### config.mk
export PLATFORM = sky130hd
export DESIGN_NAME = sd_spi_init
export DESIGN_NICKNAME = d
export VERILOG_FILES = /design/src/source/sd_pkg.sv /design/src/source/uart_pkg.sv /design/src/source/sd_clock_gen.sv /design/src/source/sd_cmd_engine.sv /design/src/source/sd_init_fsm.sv /design/src/source/debug_log.sv /design/src/source/uart_tx.sv /design/src/source/sd_spi_init.sv
export SDC_FILE = /design/constraint.sdc
export NUM_CORES = 2
export LEC_CHECK = 0
export BUFFER_PORTS_ARGS = -buffer_cell sky130_fd_sc_hd__buf_2
export CORE_MARGIN = 5
export CORE_UTILIZATION = 35
export DETAILED_ROUTE_END_ITERATION = 16
export PLACE_DENSITY_LB_ADDON = 0.1
export SLEW_MARGIN = 20
export SYNTH_ARGS = -nofsm -noshare
export SYNTH_HDL_FRONTEND = slang
export SYNTH_HIERARCHICAL = 1
export SYNTH_SLANG_ARGS = --single-unit
### constraint.sdc
create_clock -name clk -period 4.95 [get_ports clk]
set_input_delay 0.2475 -clock clk [delete_from_list [all_inputs] [get_ports clk]]
set_output_delay 0.2475 -clock clk [all_outputs]
set_load 0.02 [all_outputs]
### src/source/sd_pkg.sv
package sd_pkg;

  // serial clock half periods in clk cycles at 100 MHz
  localparam logic [7:0] div_slow = 8'd125;
  localparam logic [7:0] div_fast = 8'd2;

  // slow clock periods with chip select high before CMD0
  localparam logic [6:0] powerup_sclk = 7'd80;

  // command indices
  localparam logic [5:0] cmd_go_idle         = 6'd0;
  localparam logic [5:0] cmd_send_if_cond    = 6'd8;
  localparam logic [5:0] cmd_read_ocr        = 6'd58;
  localparam logic [5:0] cmd_app_cmd         = 6'd55;
  localparam logic [5:0] cmd_sd_send_op_cond = 6'd41;
  localparam logic [5:0] cmd_set_blocklen    = 6'd16;

  // 2.7-3.6 V range plus check pattern
  localparam logic [31:0] arg_if_cond = 32'h0000_01AA;
  localparam logic [31:0] arg_hcs     = 32'h4000_0000;
  localparam logic [31:0] block_len   = 32'd512;

  localparam logic [7:0] r1_idle       = 8'h01;
  localparam logic [7:0] r1_ready      = 8'h00;
  localparam logic [7:0] r1_illegal    = 8'h05;
  localparam logic [7:0] check_pattern = 8'hAA;

  // response lengths in bits
  localparam logic [5:0] resp_len_r1 = 6'd8;
  localparam logic [5:0] resp_len_r7 = 6'd40;

  // sample edges allowed before the start bit
  localparam logic [6:0] resp_timeout = 7'd100;
  localparam logic [3:0] max_retries  = 4'd10;

  // command engine phases
  localparam logic [1:0] eng_idle = 2'd0;
  localparam logic [1:0] eng_send = 2'd1;
  localparam logic [1:0] eng_hunt = 2'd2;
  localparam logic [1:0] eng_recv = 2'd3;

  // init sequence steps
  localparam logic [3:0] st_powerup = 4'd0;
  localparam logic [3:0] st_cmd0    = 4'd1;
  localparam logic [3:0] st_cmd8    = 4'd2;
  localparam logic [3:0] st_ocr1    = 4'd3;
  localparam logic [3:0] st_cmd55   = 4'd4;
  localparam logic [3:0] st_acmd41  = 4'd5;
  localparam logic [3:0] st_ocr2    = 4'd6;
  localparam logic [3:0] st_cmd16   = 4'd7;
  localparam logic [3:0] st_done    = 4'd8;
  localparam logic [3:0] st_error   = 4'd9;

  // R1-only replies land in the top byte
  typedef union packed {
    struct packed {
      logic [7:0]  r1;
      logic [19:0] reserved;
      logic [3:0]  voltage;
      logic [7:0]  echo;
    } r7;
    struct packed {
      logic [7:0]  r1;
      logic [31:0] ocr;
    } r3;
  } sd_resp_u;

endpackage

### src/source/uart_pkg.sv
package uart_pkg;

  // 100 MHz / 115200 baud
  localparam logic [9:0] clk_per_bit = 10'd868;

  // trace characters held before the transmitter
  localparam int log_depth = 256;

  localparam logic [7:0] ch_send    = "s";
  localparam logic [7:0] ch_resp    = "r";
  localparam logic [7:0] ch_timeout = "e";

endpackage

### src/source/sd_clock_gen.sv
`timescale 1ns/1ps

module sd_clock_gen (
  input  logic clk,
  input  logic rst,
  input  logic sclk_run,
  input  logic fast_clk,
  output logic sd_sclk,
  output logic shift_edge,
  output logic sample_edge
);

  logic [7:0] cnt;

  always_ff @(posedge clk) begin
    if (rst) begin
      sd_sclk <= 1'b0;
      cnt <= 8'd0;
      shift_edge <= 1'b0;
      sample_edge <= 1'b0;
    end else begin
      shift_edge <= 1'b0;
      sample_edge <= 1'b0;
      if (!sclk_run) begin
        sd_sclk <= 1'b0;
        cnt <= 8'd0;
      end else if (cnt == 8'd0) begin
        // divider is picked up only here, so a speed change never cuts a half period
        cnt <= (fast_clk ? sd_pkg::div_fast : sd_pkg::div_slow) - 8'd1;
        sd_sclk <= !sd_sclk;
        shift_edge <= sd_sclk;
        sample_edge <= !sd_sclk;
      end else begin
        cnt <= cnt - 8'd1;
      end
    end
  end

  // strobes at least two clk apart, even on the fast divider
  a_edges_apart: assert property (@(posedge clk) disable iff (rst)
    (shift_edge || sample_edge) |=> !(shift_edge || sample_edge));

endmodule

### src/source/sd_cmd_engine.sv
`timescale 1ns/1ps

module sd_cmd_engine (
  input  logic            clk,
  input  logic            rst,
  input  logic            shift_edge,
  input  logic            sample_edge,
  input  logic            cmd_start,
  input  logic [5:0]      cmd_index,
  input  logic [31:0]     cmd_arg,
  input  logic [5:0]      resp_bits,
  input  logic            sd_miso,
  output logic            sd_mosi,
  output logic            cmd_busy,
  output logic            cmd_done,
  output sd_pkg::sd_resp_u resp,
  output logic            resp_timeout
);

  logic [1:0]  state;
  logic [47:0] frame;
  logic [6:0]  crc;
  logic [6:0]  crc_next;
  logic        fb;
  logic [5:0]  bit_cnt;
  logic [5:0]  resp_len;
  logic [6:0]  wait_cnt;

  assign cmd_busy = state != sd_pkg::eng_idle;

  // crc7, x^7 + x^3 + 1, fed with the bit going out now
  assign fb = crc[6] ^ frame[47];
  assign crc_next = {crc[5:3], crc[2] ^ fb, crc[1:0], fb};

  always_ff @(posedge clk) begin
    if (rst) begin
      state <= sd_pkg::eng_idle;
      sd_mosi <= 1'b1;
      cmd_done <= 1'b0;
      resp_timeout <= 1'b0;
    end else begin
      cmd_done <= 1'b0;
      case (state)
        sd_pkg::eng_idle: begin
          if (cmd_start) begin
            state <= sd_pkg::eng_send;
            resp_timeout <= 1'b0;
          end
        end
        sd_pkg::eng_send: begin
          if (shift_edge) begin
            sd_mosi <= frame[47];
            if (bit_cnt == 6'd47) begin
              state <= sd_pkg::eng_hunt;
            end
          end
        end
        sd_pkg::eng_hunt: begin
          // keep MOSI high while the card prepares its answer
          if (shift_edge) begin
            sd_mosi <= 1'b1;
          end
          if (sample_edge) begin
            if (!sd_miso) begin
              state <= sd_pkg::eng_recv;
            end else if (wait_cnt == sd_pkg::resp_timeout - 7'd1) begin
              state <= sd_pkg::eng_idle;
              cmd_done <= 1'b1;
              resp_timeout <= 1'b1;
            end
          end
        end
        default: begin
          if (shift_edge) begin
            sd_mosi <= 1'b1;
          end
          if (sample_edge && bit_cnt == resp_len - 6'd1) begin
            state <= sd_pkg::eng_idle;
            cmd_done <= 1'b1;
          end
        end
      endcase
    end
  end

  // frame, crc and response shift registers
  always_ff @(posedge clk) begin
    if (state == sd_pkg::eng_idle && cmd_start) begin
      // crc slot left zero, end bit set
      frame <= {2'b01, cmd_index, cmd_arg, 8'h01};
      crc <= 7'd0;
      bit_cnt <= 6'd0;
      resp_len <= resp_bits;
      wait_cnt <= 7'd0;
      resp <= '0;
    end else if (state == sd_pkg::eng_send && shift_edge) begin
      bit_cnt <= bit_cnt + 6'd1;
      if (bit_cnt < 6'd40) begin
        crc <= crc_next;
      end
      if (bit_cnt == 6'd39) begin
        frame <= {crc_next, 1'b1, 40'hFF_FFFF_FFFF};
      end else begin
        frame <= {frame[46:0], 1'b1};
      end
    end else if (state == sd_pkg::eng_hunt && sample_edge) begin
      wait_cnt <= wait_cnt + 7'd1;
      // start bit is the r1 msb, already zero
      bit_cnt <= 6'd1;
    end else if (state == sd_pkg::eng_recv && sample_edge) begin
      resp[6'd39 - bit_cnt] <= sd_miso;
      bit_cnt <= bit_cnt + 6'd1;
    end
  end

  a_start_when_idle: assert property (@(posedge clk) disable iff (rst)
    cmd_start |-> !cmd_busy);

endmodule

### src/source/sd_init_fsm.sv
`timescale 1ns/1ps

module sd_init_fsm (
  input  logic             clk,
  input  logic             rst,
  input  logic             shift_edge,
  input  logic             cmd_busy,
  input  logic             cmd_done,
  input  sd_pkg::sd_resp_u resp,
  input  logic             resp_timeout,
  output logic             sclk_run,
  output logic             fast_clk,
  output logic             sd_cs,
  output logic             cmd_start,
  output logic [5:0]       cmd_index,
  output logic [31:0]      cmd_arg,
  output logic [5:0]       resp_bits,
  output logic             init_done,
  output logic             init_error,
  output logic             high_capacity
);

  logic [3:0] step;
  logic       waiting;
  logic [6:0] pu_cnt;
  logic [3:0] retries;
  logic [7:0] r1;
  logic       last_try;

  assign r1 = resp.r7.r1;
  assign last_try = retries == sd_pkg::max_retries - 4'd1;

  // command for the current step, held stable while it is in flight
  always_comb begin
    cmd_index = sd_pkg::cmd_go_idle;
    cmd_arg = 32'd0;
    resp_bits = sd_pkg::resp_len_r1;
    case (step)
      sd_pkg::st_cmd8: begin
        cmd_index = sd_pkg::cmd_send_if_cond;
        cmd_arg = sd_pkg::arg_if_cond;
        resp_bits = sd_pkg::resp_len_r7;
      end
      sd_pkg::st_ocr1, sd_pkg::st_ocr2: begin
        cmd_index = sd_pkg::cmd_read_ocr;
        resp_bits = sd_pkg::resp_len_r7;
      end
      sd_pkg::st_cmd55: cmd_index = sd_pkg::cmd_app_cmd;
      sd_pkg::st_acmd41: begin
        cmd_index = sd_pkg::cmd_sd_send_op_cond;
        cmd_arg = sd_pkg::arg_hcs;
      end
      sd_pkg::st_cmd16: begin
        cmd_index = sd_pkg::cmd_set_blocklen;
        cmd_arg = sd_pkg::block_len;
      end
      default: ;
    endcase
  end

  always_ff @(posedge clk) begin
    if (rst) begin
      step <= sd_pkg::st_powerup;
      waiting <= 1'b0;
      pu_cnt <= 7'd0;
      retries <= 4'd0;
      sclk_run <= 1'b0;
      fast_clk <= 1'b0;
      sd_cs <= 1'b1;
      cmd_start <= 1'b0;
      init_done <= 1'b0;
      init_error <= 1'b0;
      high_capacity <= 1'b0;
    end else begin
      cmd_start <= 1'b0;
      case (step)
        sd_pkg::st_powerup: begin
          sclk_run <= 1'b1;
          if (shift_edge) begin
            pu_cnt <= pu_cnt + 7'd1;
            if (pu_cnt == sd_pkg::powerup_sclk - 7'd1) begin
              sd_cs <= 1'b0;
              step <= sd_pkg::st_cmd0;
            end
          end
        end
        sd_pkg::st_done, sd_pkg::st_error: begin
          init_done <= step == sd_pkg::st_done;
          init_error <= step == sd_pkg::st_error;
          sclk_run <= 1'b0;
          sd_cs <= 1'b1;
        end
        default: begin
          if (!waiting) begin
            if (!cmd_busy) begin
              cmd_start <= 1'b1;
              waiting <= 1'b1;
            end
          end else if (cmd_done) begin
            waiting <= 1'b0;
            // only CMD0 may retry after silence
            if (resp_timeout && step != sd_pkg::st_cmd0) begin
              step <= sd_pkg::st_error;
            end else begin
              case (step)
                sd_pkg::st_cmd0: begin
                  if (resp_timeout || r1 != sd_pkg::r1_idle) begin
                    if (last_try) step <= sd_pkg::st_error;
                    else retries <= retries + 4'd1;
                  end else begin
                    retries <= 4'd0;
                    step <= sd_pkg::st_cmd8;
                  end
                end
                sd_pkg::st_cmd8: begin
                  // v1 cards reject CMD8, v2 cards echo the pattern
                  if (r1 == sd_pkg::r1_illegal || (r1 == sd_pkg::r1_idle &&
                      resp.r7.voltage == 4'h1 && resp.r7.echo == sd_pkg::check_pattern))
                    step <= sd_pkg::st_ocr1;
                  else
                    step <= sd_pkg::st_error;
                end
                sd_pkg::st_ocr1: step <= sd_pkg::st_cmd55;
                sd_pkg::st_cmd55: step <= sd_pkg::st_acmd41;
                sd_pkg::st_acmd41: begin
                  if (r1 == sd_pkg::r1_idle) begin
                    if (last_try) begin
                      step <= sd_pkg::st_error;
                    end else begin
                      retries <= retries + 4'd1;
                      step <= sd_pkg::st_cmd55;
                    end
                  end else begin
                    step <= (r1 == sd_pkg::r1_ready) ? sd_pkg::st_ocr2 : sd_pkg::st_error;
                  end
                end
                sd_pkg::st_ocr2: begin
                  // ccs bit, valid once the card is ready
                  high_capacity <= resp.r3.ocr[30];
                  fast_clk <= 1'b1;
                  step <= sd_pkg::st_cmd16;
                end
                default: begin
                  step <= (r1 == sd_pkg::r1_ready) ? sd_pkg::st_done : sd_pkg::st_error;
                end
              endcase
            end
          end
        end
      endcase
    end
  end

endmodule

### src/source/debug_log.sv
`timescale 1ns/1ps

module debug_log (
  input  logic       clk,
  input  logic       rst,
  input  logic       cmd_start,
  input  logic       cmd_done,
  input  logic       resp_timeout,
  input  logic [7:0] resp_byte,
  input  logic       tx_busy,
  output logic       tx_start,
  output logic [7:0] tx_data
);

  localparam int aw = $clog2(uart_pkg::log_depth);

  logic [7:0]  mem [uart_pkg::log_depth];
  logic [aw-1:0] wr_ptr;
  logic [aw-1:0] rd_ptr;
  logic [aw:0] count;
  logic        full;
  logic        wr_en;
  logic        pop;
  // up to five characters waiting, head in the top byte
  logic [39:0] pend;
  logic [39:0] pend_d;
  logic [2:0]  pend_cnt;
  logic [2:0]  cnt_d;

  function automatic logic [7:0] hex_char(input logic [3:0] n);
    return (n < 4'd10) ? 8'h30 + {4'h0, n} : 8'h37 + {4'h0, n};
  endfunction

  assign full = count == uart_pkg::log_depth;
  assign wr_en = pend_cnt != 3'd0;
  assign pop = !tx_busy && !tx_start && count != '0;

  always_comb begin
    pend_d = pend;
    cnt_d = pend_cnt;
    if (pend_cnt != 3'd0) begin
      pend_d = {pend[31:0], 8'h00};
      cnt_d = pend_cnt - 3'd1;
    end
    if (cmd_start) begin
      pend_d[39 - 8 * cnt_d -: 8] = uart_pkg::ch_send;
      cnt_d = cnt_d + 3'd1;
    end
    if (cmd_done) begin
      if (resp_timeout) begin
        pend_d[39 - 8 * cnt_d -: 8] = uart_pkg::ch_timeout;
        cnt_d = cnt_d + 3'd1;
      end
      pend_d[39 - 8 * cnt_d -: 8] = uart_pkg::ch_resp;
      pend_d[31 - 8 * cnt_d -: 8] = hex_char(resp_byte[7:4]);
      pend_d[23 - 8 * cnt_d -: 8] = hex_char(resp_byte[3:0]);
      cnt_d = cnt_d + 3'd3;
    end
  end

  always_ff @(posedge clk) begin
    pend <= pend_d;
    if (wr_en && !full) begin
      mem[wr_ptr] <= pend[39:32];
    end
    if (pop) begin
      tx_data <= mem[rd_ptr];
    end
  end

  always_ff @(posedge clk) begin
    if (rst) begin
      pend_cnt <= 3'd0;
      wr_ptr <= '0;
      rd_ptr <= '0;
      count <= '0;
      tx_start <= 1'b0;
    end else begin
      pend_cnt <= cnt_d;
      tx_start <= pop;
      if (wr_en && !full) begin
        wr_ptr <= wr_ptr + 1'b1;
      end
      if (pop) begin
        rd_ptr <= rd_ptr + 1'b1;
      end
      if ((wr_en && !full) && !pop) count <= count + 1'b1;
      else if (pop && !(wr_en && !full)) count <= count - 1'b1;
    end
  end

  a_no_overflow: assert property (@(posedge clk) disable iff (rst) wr_en |-> !full);

endmodule

### src/source/uart_tx.sv
`timescale 1ns/1ps

module uart_tx (
  input  logic       clk,
  input  logic       rst,
  input  logic       tx_start,
  input  logic [7:0] tx_data,
  output logic       tx_busy,
  output logic       uart_txd
);

  // stop, data lsb first, start; bit 0 is on the line
  logic [9:0] shreg;
  logic [9:0] baud_cnt;
  logic [3:0] bit_cnt;

  assign uart_txd = shreg[0];

  always_ff @(posedge clk) begin
    if (rst) begin
      shreg <= 10'h3FF;
      baud_cnt <= 10'd0;
      bit_cnt <= 4'd0;
      tx_busy <= 1'b0;
    end else if (!tx_busy) begin
      if (tx_start) begin
        shreg <= {1'b1, tx_data, 1'b0};
        baud_cnt <= 10'd0;
        bit_cnt <= 4'd0;
        tx_busy <= 1'b1;
      end
    end else if (baud_cnt == uart_pkg::clk_per_bit - 10'd1) begin
      baud_cnt <= 10'd0;
      shreg <= {1'b1, shreg[9:1]};
      bit_cnt <= bit_cnt + 4'd1;
      // stop bit has just run its full length
      if (bit_cnt == 4'd9) begin
        tx_busy <= 1'b0;
      end
    end else begin
      baud_cnt <= baud_cnt + 10'd1;
    end
  end

endmodule

### src/source/sd_spi_init.sv
`timescale 1ns/1ps

module sd_spi_init (
  input  logic clk,
  input  logic rst,
  output logic sd_sclk,
  output logic sd_mosi,
  input  logic sd_miso,
  output logic sd_cs,
  output logic uart_txd,
  output logic init_done,
  output logic init_error,
  output logic high_capacity
);

  logic             sclk_run;
  logic             fast_clk;
  logic             shift_edge;
  logic             sample_edge;
  logic             cmd_start;
  logic [5:0]       cmd_index;
  logic [31:0]      cmd_arg;
  logic [5:0]       resp_bits;
  logic             cmd_busy;
  logic             cmd_done;
  sd_pkg::sd_resp_u resp;
  logic             resp_timeout;
  logic             tx_start;
  logic [7:0]       tx_data;
  logic             tx_busy;

  sd_clock_gen u_clock_gen (
    .clk(clk), .rst(rst), .sclk_run(sclk_run), .fast_clk(fast_clk),
    .sd_sclk(sd_sclk), .shift_edge(shift_edge), .sample_edge(sample_edge)
  );

  sd_cmd_engine u_cmd_engine (
    .clk(clk), .rst(rst), .shift_edge(shift_edge), .sample_edge(sample_edge),
    .cmd_start(cmd_start), .cmd_index(cmd_index), .cmd_arg(cmd_arg),
    .resp_bits(resp_bits), .sd_miso(sd_miso), .sd_mosi(sd_mosi),
    .cmd_busy(cmd_busy), .cmd_done(cmd_done), .resp(resp), .resp_timeout(resp_timeout)
  );

  sd_init_fsm u_init_fsm (
    .clk(clk), .rst(rst), .shift_edge(shift_edge), .cmd_busy(cmd_busy),
    .cmd_done(cmd_done), .resp(resp), .resp_timeout(resp_timeout),
    .sclk_run(sclk_run), .fast_clk(fast_clk), .sd_cs(sd_cs), .cmd_start(cmd_start),
    .cmd_index(cmd_index), .cmd_arg(cmd_arg), .resp_bits(resp_bits),
    .init_done(init_done), .init_error(init_error), .high_capacity(high_capacity)
  );

  // trace taps the engine handshake directly
  debug_log u_debug_log (
    .clk(clk), .rst(rst), .cmd_start(cmd_start), .cmd_done(cmd_done),
    .resp_timeout(resp_timeout), .resp_byte(resp.r7.r1), .tx_busy(tx_busy),
    .tx_start(tx_start), .tx_data(tx_data)
  );

  uart_tx u_uart_tx (
    .clk(clk), .rst(rst), .tx_start(tx_start), .tx_data(tx_data),
    .tx_busy(tx_busy), .uart_txd(uart_txd)
  );

endmodule

==> flow_summary.ini <==
[synth]
synthesis.instances = 5354
yosysWarnings = 6
postSynthAreaPerCell_sq_um = 17.3
syn_area_sq_mm = 0.0927

[setup_path]
start_kind = register
crit_type = reg2reg
cp.required_ns = 5.70
worst_setup_path_end_kind = register
arrival_ns = 5.35
crit_fanout = 9

[power]
ir_drop_uv = 370
combPwrFrac = 0.229
pwr-share-seq = 0.430
switching_share = 0.294
p_switching_mw = 15.3
p_int_mw = 36.6
power_density_mw_per_mm2 = 488
p_leak_nw = 33.1
clkPwrFrac = 0.341

[place]
dp_hpwl_um = 177000
post-place-ws_ns = 0.106
gp_congestion = 0.829
portBuffers = 9

[global_routing]
grt_usage = 0.199
first_global_vias = 51211
antenna_found_initial = 15
grt_max_degree = 157
grt_overflow = 0
grt_pass1_wl_um = 399000

[sta]
whs_ns = 0.261
period_needed_ns = 4.61
fin_skew_ns = 0.0785
worst_pin_slew_ns = 1.13
finalHoldViolCount = 0
relSlewSlack = 0.241
setup_violations = 0
postLayoutSetupSlackWorst_ns = 0.344
fin_crit_sh = 0.930
drv_slew = 0
fmax_mhz = 217

[job]
drv_cap = 0

[min_path]
holdCritPathClass = in2reg

[detailed_routing]
vias = 51390
drt-initial-drc-count = 5072
drt_wl_total_um = 281000
dr.pass1.iters = 6
route.detailed.drc = 0
antenna_left = 0
viasPerCell = 5.50
drt-wirelength-per-cell_um = 30.1

[cts]
clockBufferDepth = 4
ctsRootBufferMaster = clkbuf_16
numCtsBuffers = 249
clk_pin_slew_ns = 0.06
clkLatencyLatePin_ns = 0.94
htreeDepth = 4
clock_sinks = 2282
cts_setup_buffers = 0
cts_tree = done

[layout]
syn2layout_area_growth_pct = 14.6
fin_util = 0.402
fill_cells = 24134
seqCellArea_sq_mm = 0.0668
fin_nets = 5660
drive_above_1_share = 0.219
multi_input_area_sq_mm = 0.0242

[floorplanning]
die_y_um = 525
die-area_sq_mm = 0.275
start_util = 0.351
die_x_um = 525
design.core.area_sq_mm = 0.264
pin_count = 10
row_count = 189

[run_status]
status = completed
[layout make-up]
class,instances,area share
clock buffers,308,0.0611
multi-input cells,2681,0.227
inverters,49,0.00177
clock inverters,141,0.0109
flip-flops and latches,2282,0.628
diodes,2,0.0000471
repair buffers,353,0.0292
well taps,3533,0.0416
[metrics by stage]
stage                     std cells  instance area (sq um)  TNS, ns  power [mW]
final                          9349                 106000        0        51.9
after global routing           9349                 106000  -0.0127        54.0
after CTS                      9345                 106000        0        52.4
after detailed placement       8894                  98500        0        34.6
after global placement         8892                  98500  -0.0865        34.6
after floorplan                5382                  92800        0        30.5
[critical path, cell delays in order, from the launching register on]
cell and delay [ns]:
dfxtp_1 0.31, inv_1 0.11, ha_2 0.29, nor3b_2 0.25, a21o_1 0.15, inv_2 0.05, ha_1 0.28, nand2_1 0.07
o21a_1 0.13, ha_1 0.28, nand2b_1 0.21, o21ai_0 0.21, ha_1 0.40, or3b_2 0.51, a2111oi_1 0.45, buf_4 0.20
or3_4 0.15, nand3_1 0.09, a31oi_1 0.20, o22ai_1 0.11
[state kept, by name, indices dropped and copies added (netlist names), 9 cells and up]
name and flops:
u_cmd_engine/resp 21, u_uart_tx/shreg 9, u_debug_log/count 9, u_debug_log/pend 40, u_uart_tx/baud_cnt 10, u_cmd_engine/frame 47
u_debug_log/mem 2048
[timing repair]
action | CTS | global route
endpoints found under the hold margin | 54 | 0
setup endpoints to repair | 0 | 15
hold buffers | 2 | 0
gates resized for setup | 0 | 9
[metal layers]
layer	vias to the layer above	share of wire	wire length (um)	track usage
li1	21915	-	-	-
met1	27582	0.45	128000	0.291
met2	1546	0.46	130000	0.311
met3	347	0.056	15700	0.0297
met4	0	0.026	7280	0.0519
met5	-	0	0	0
[power by group through the flow]
stage | Sequential (mW) | Clock [mW] | Combinational [mW]
floorplan | 22.7 | 0 | 7.77
global placement | 22.7 | 0 | 11.9
detailed placement | 22.7 | 0 | 11.9
CTS | 22.3 | 18.2 | 12.0
global route | 22.3 | 19.0 | 12.7
finish | 22.3 | 17.7 | 11.9
[worst paths after layout]
check,startpoint,endpoint,slack [ns],depth (start not counted)
worst max register to register,u_debug_log/pend_cnt[0],u_debug_log/pend[19],0.34,19
worst max-delay path,u_debug_log/pend_cnt[0],u_debug_log/pend[19],0.34,19
worst min-delay path,rst,u_init_fsm/pu_cnt[0],0.26,3
worst min register to register,u_debug_log/pend[7],u_debug_log/pend[7],0.44,2
[cell usage in the layout (no fill, tap or decap), types with 44 or more instances in the layout]
cell          n
a21oi_1     144
a22oi_1      61
buf_4       305
clkbuf_1     55
clkbuf_16   249
clkinv_1     64
clkinv_2     44
dfxtp_1     167
edfxtp_1   2100
mux2i_1     212
mux4_2      455
nand2_1     279
nand3_1      91
nor2_1      438
nor3_1       58
o21ai_0     170
o22ai_1      58
Note: power is estimated with default switching activity, not from simulation.
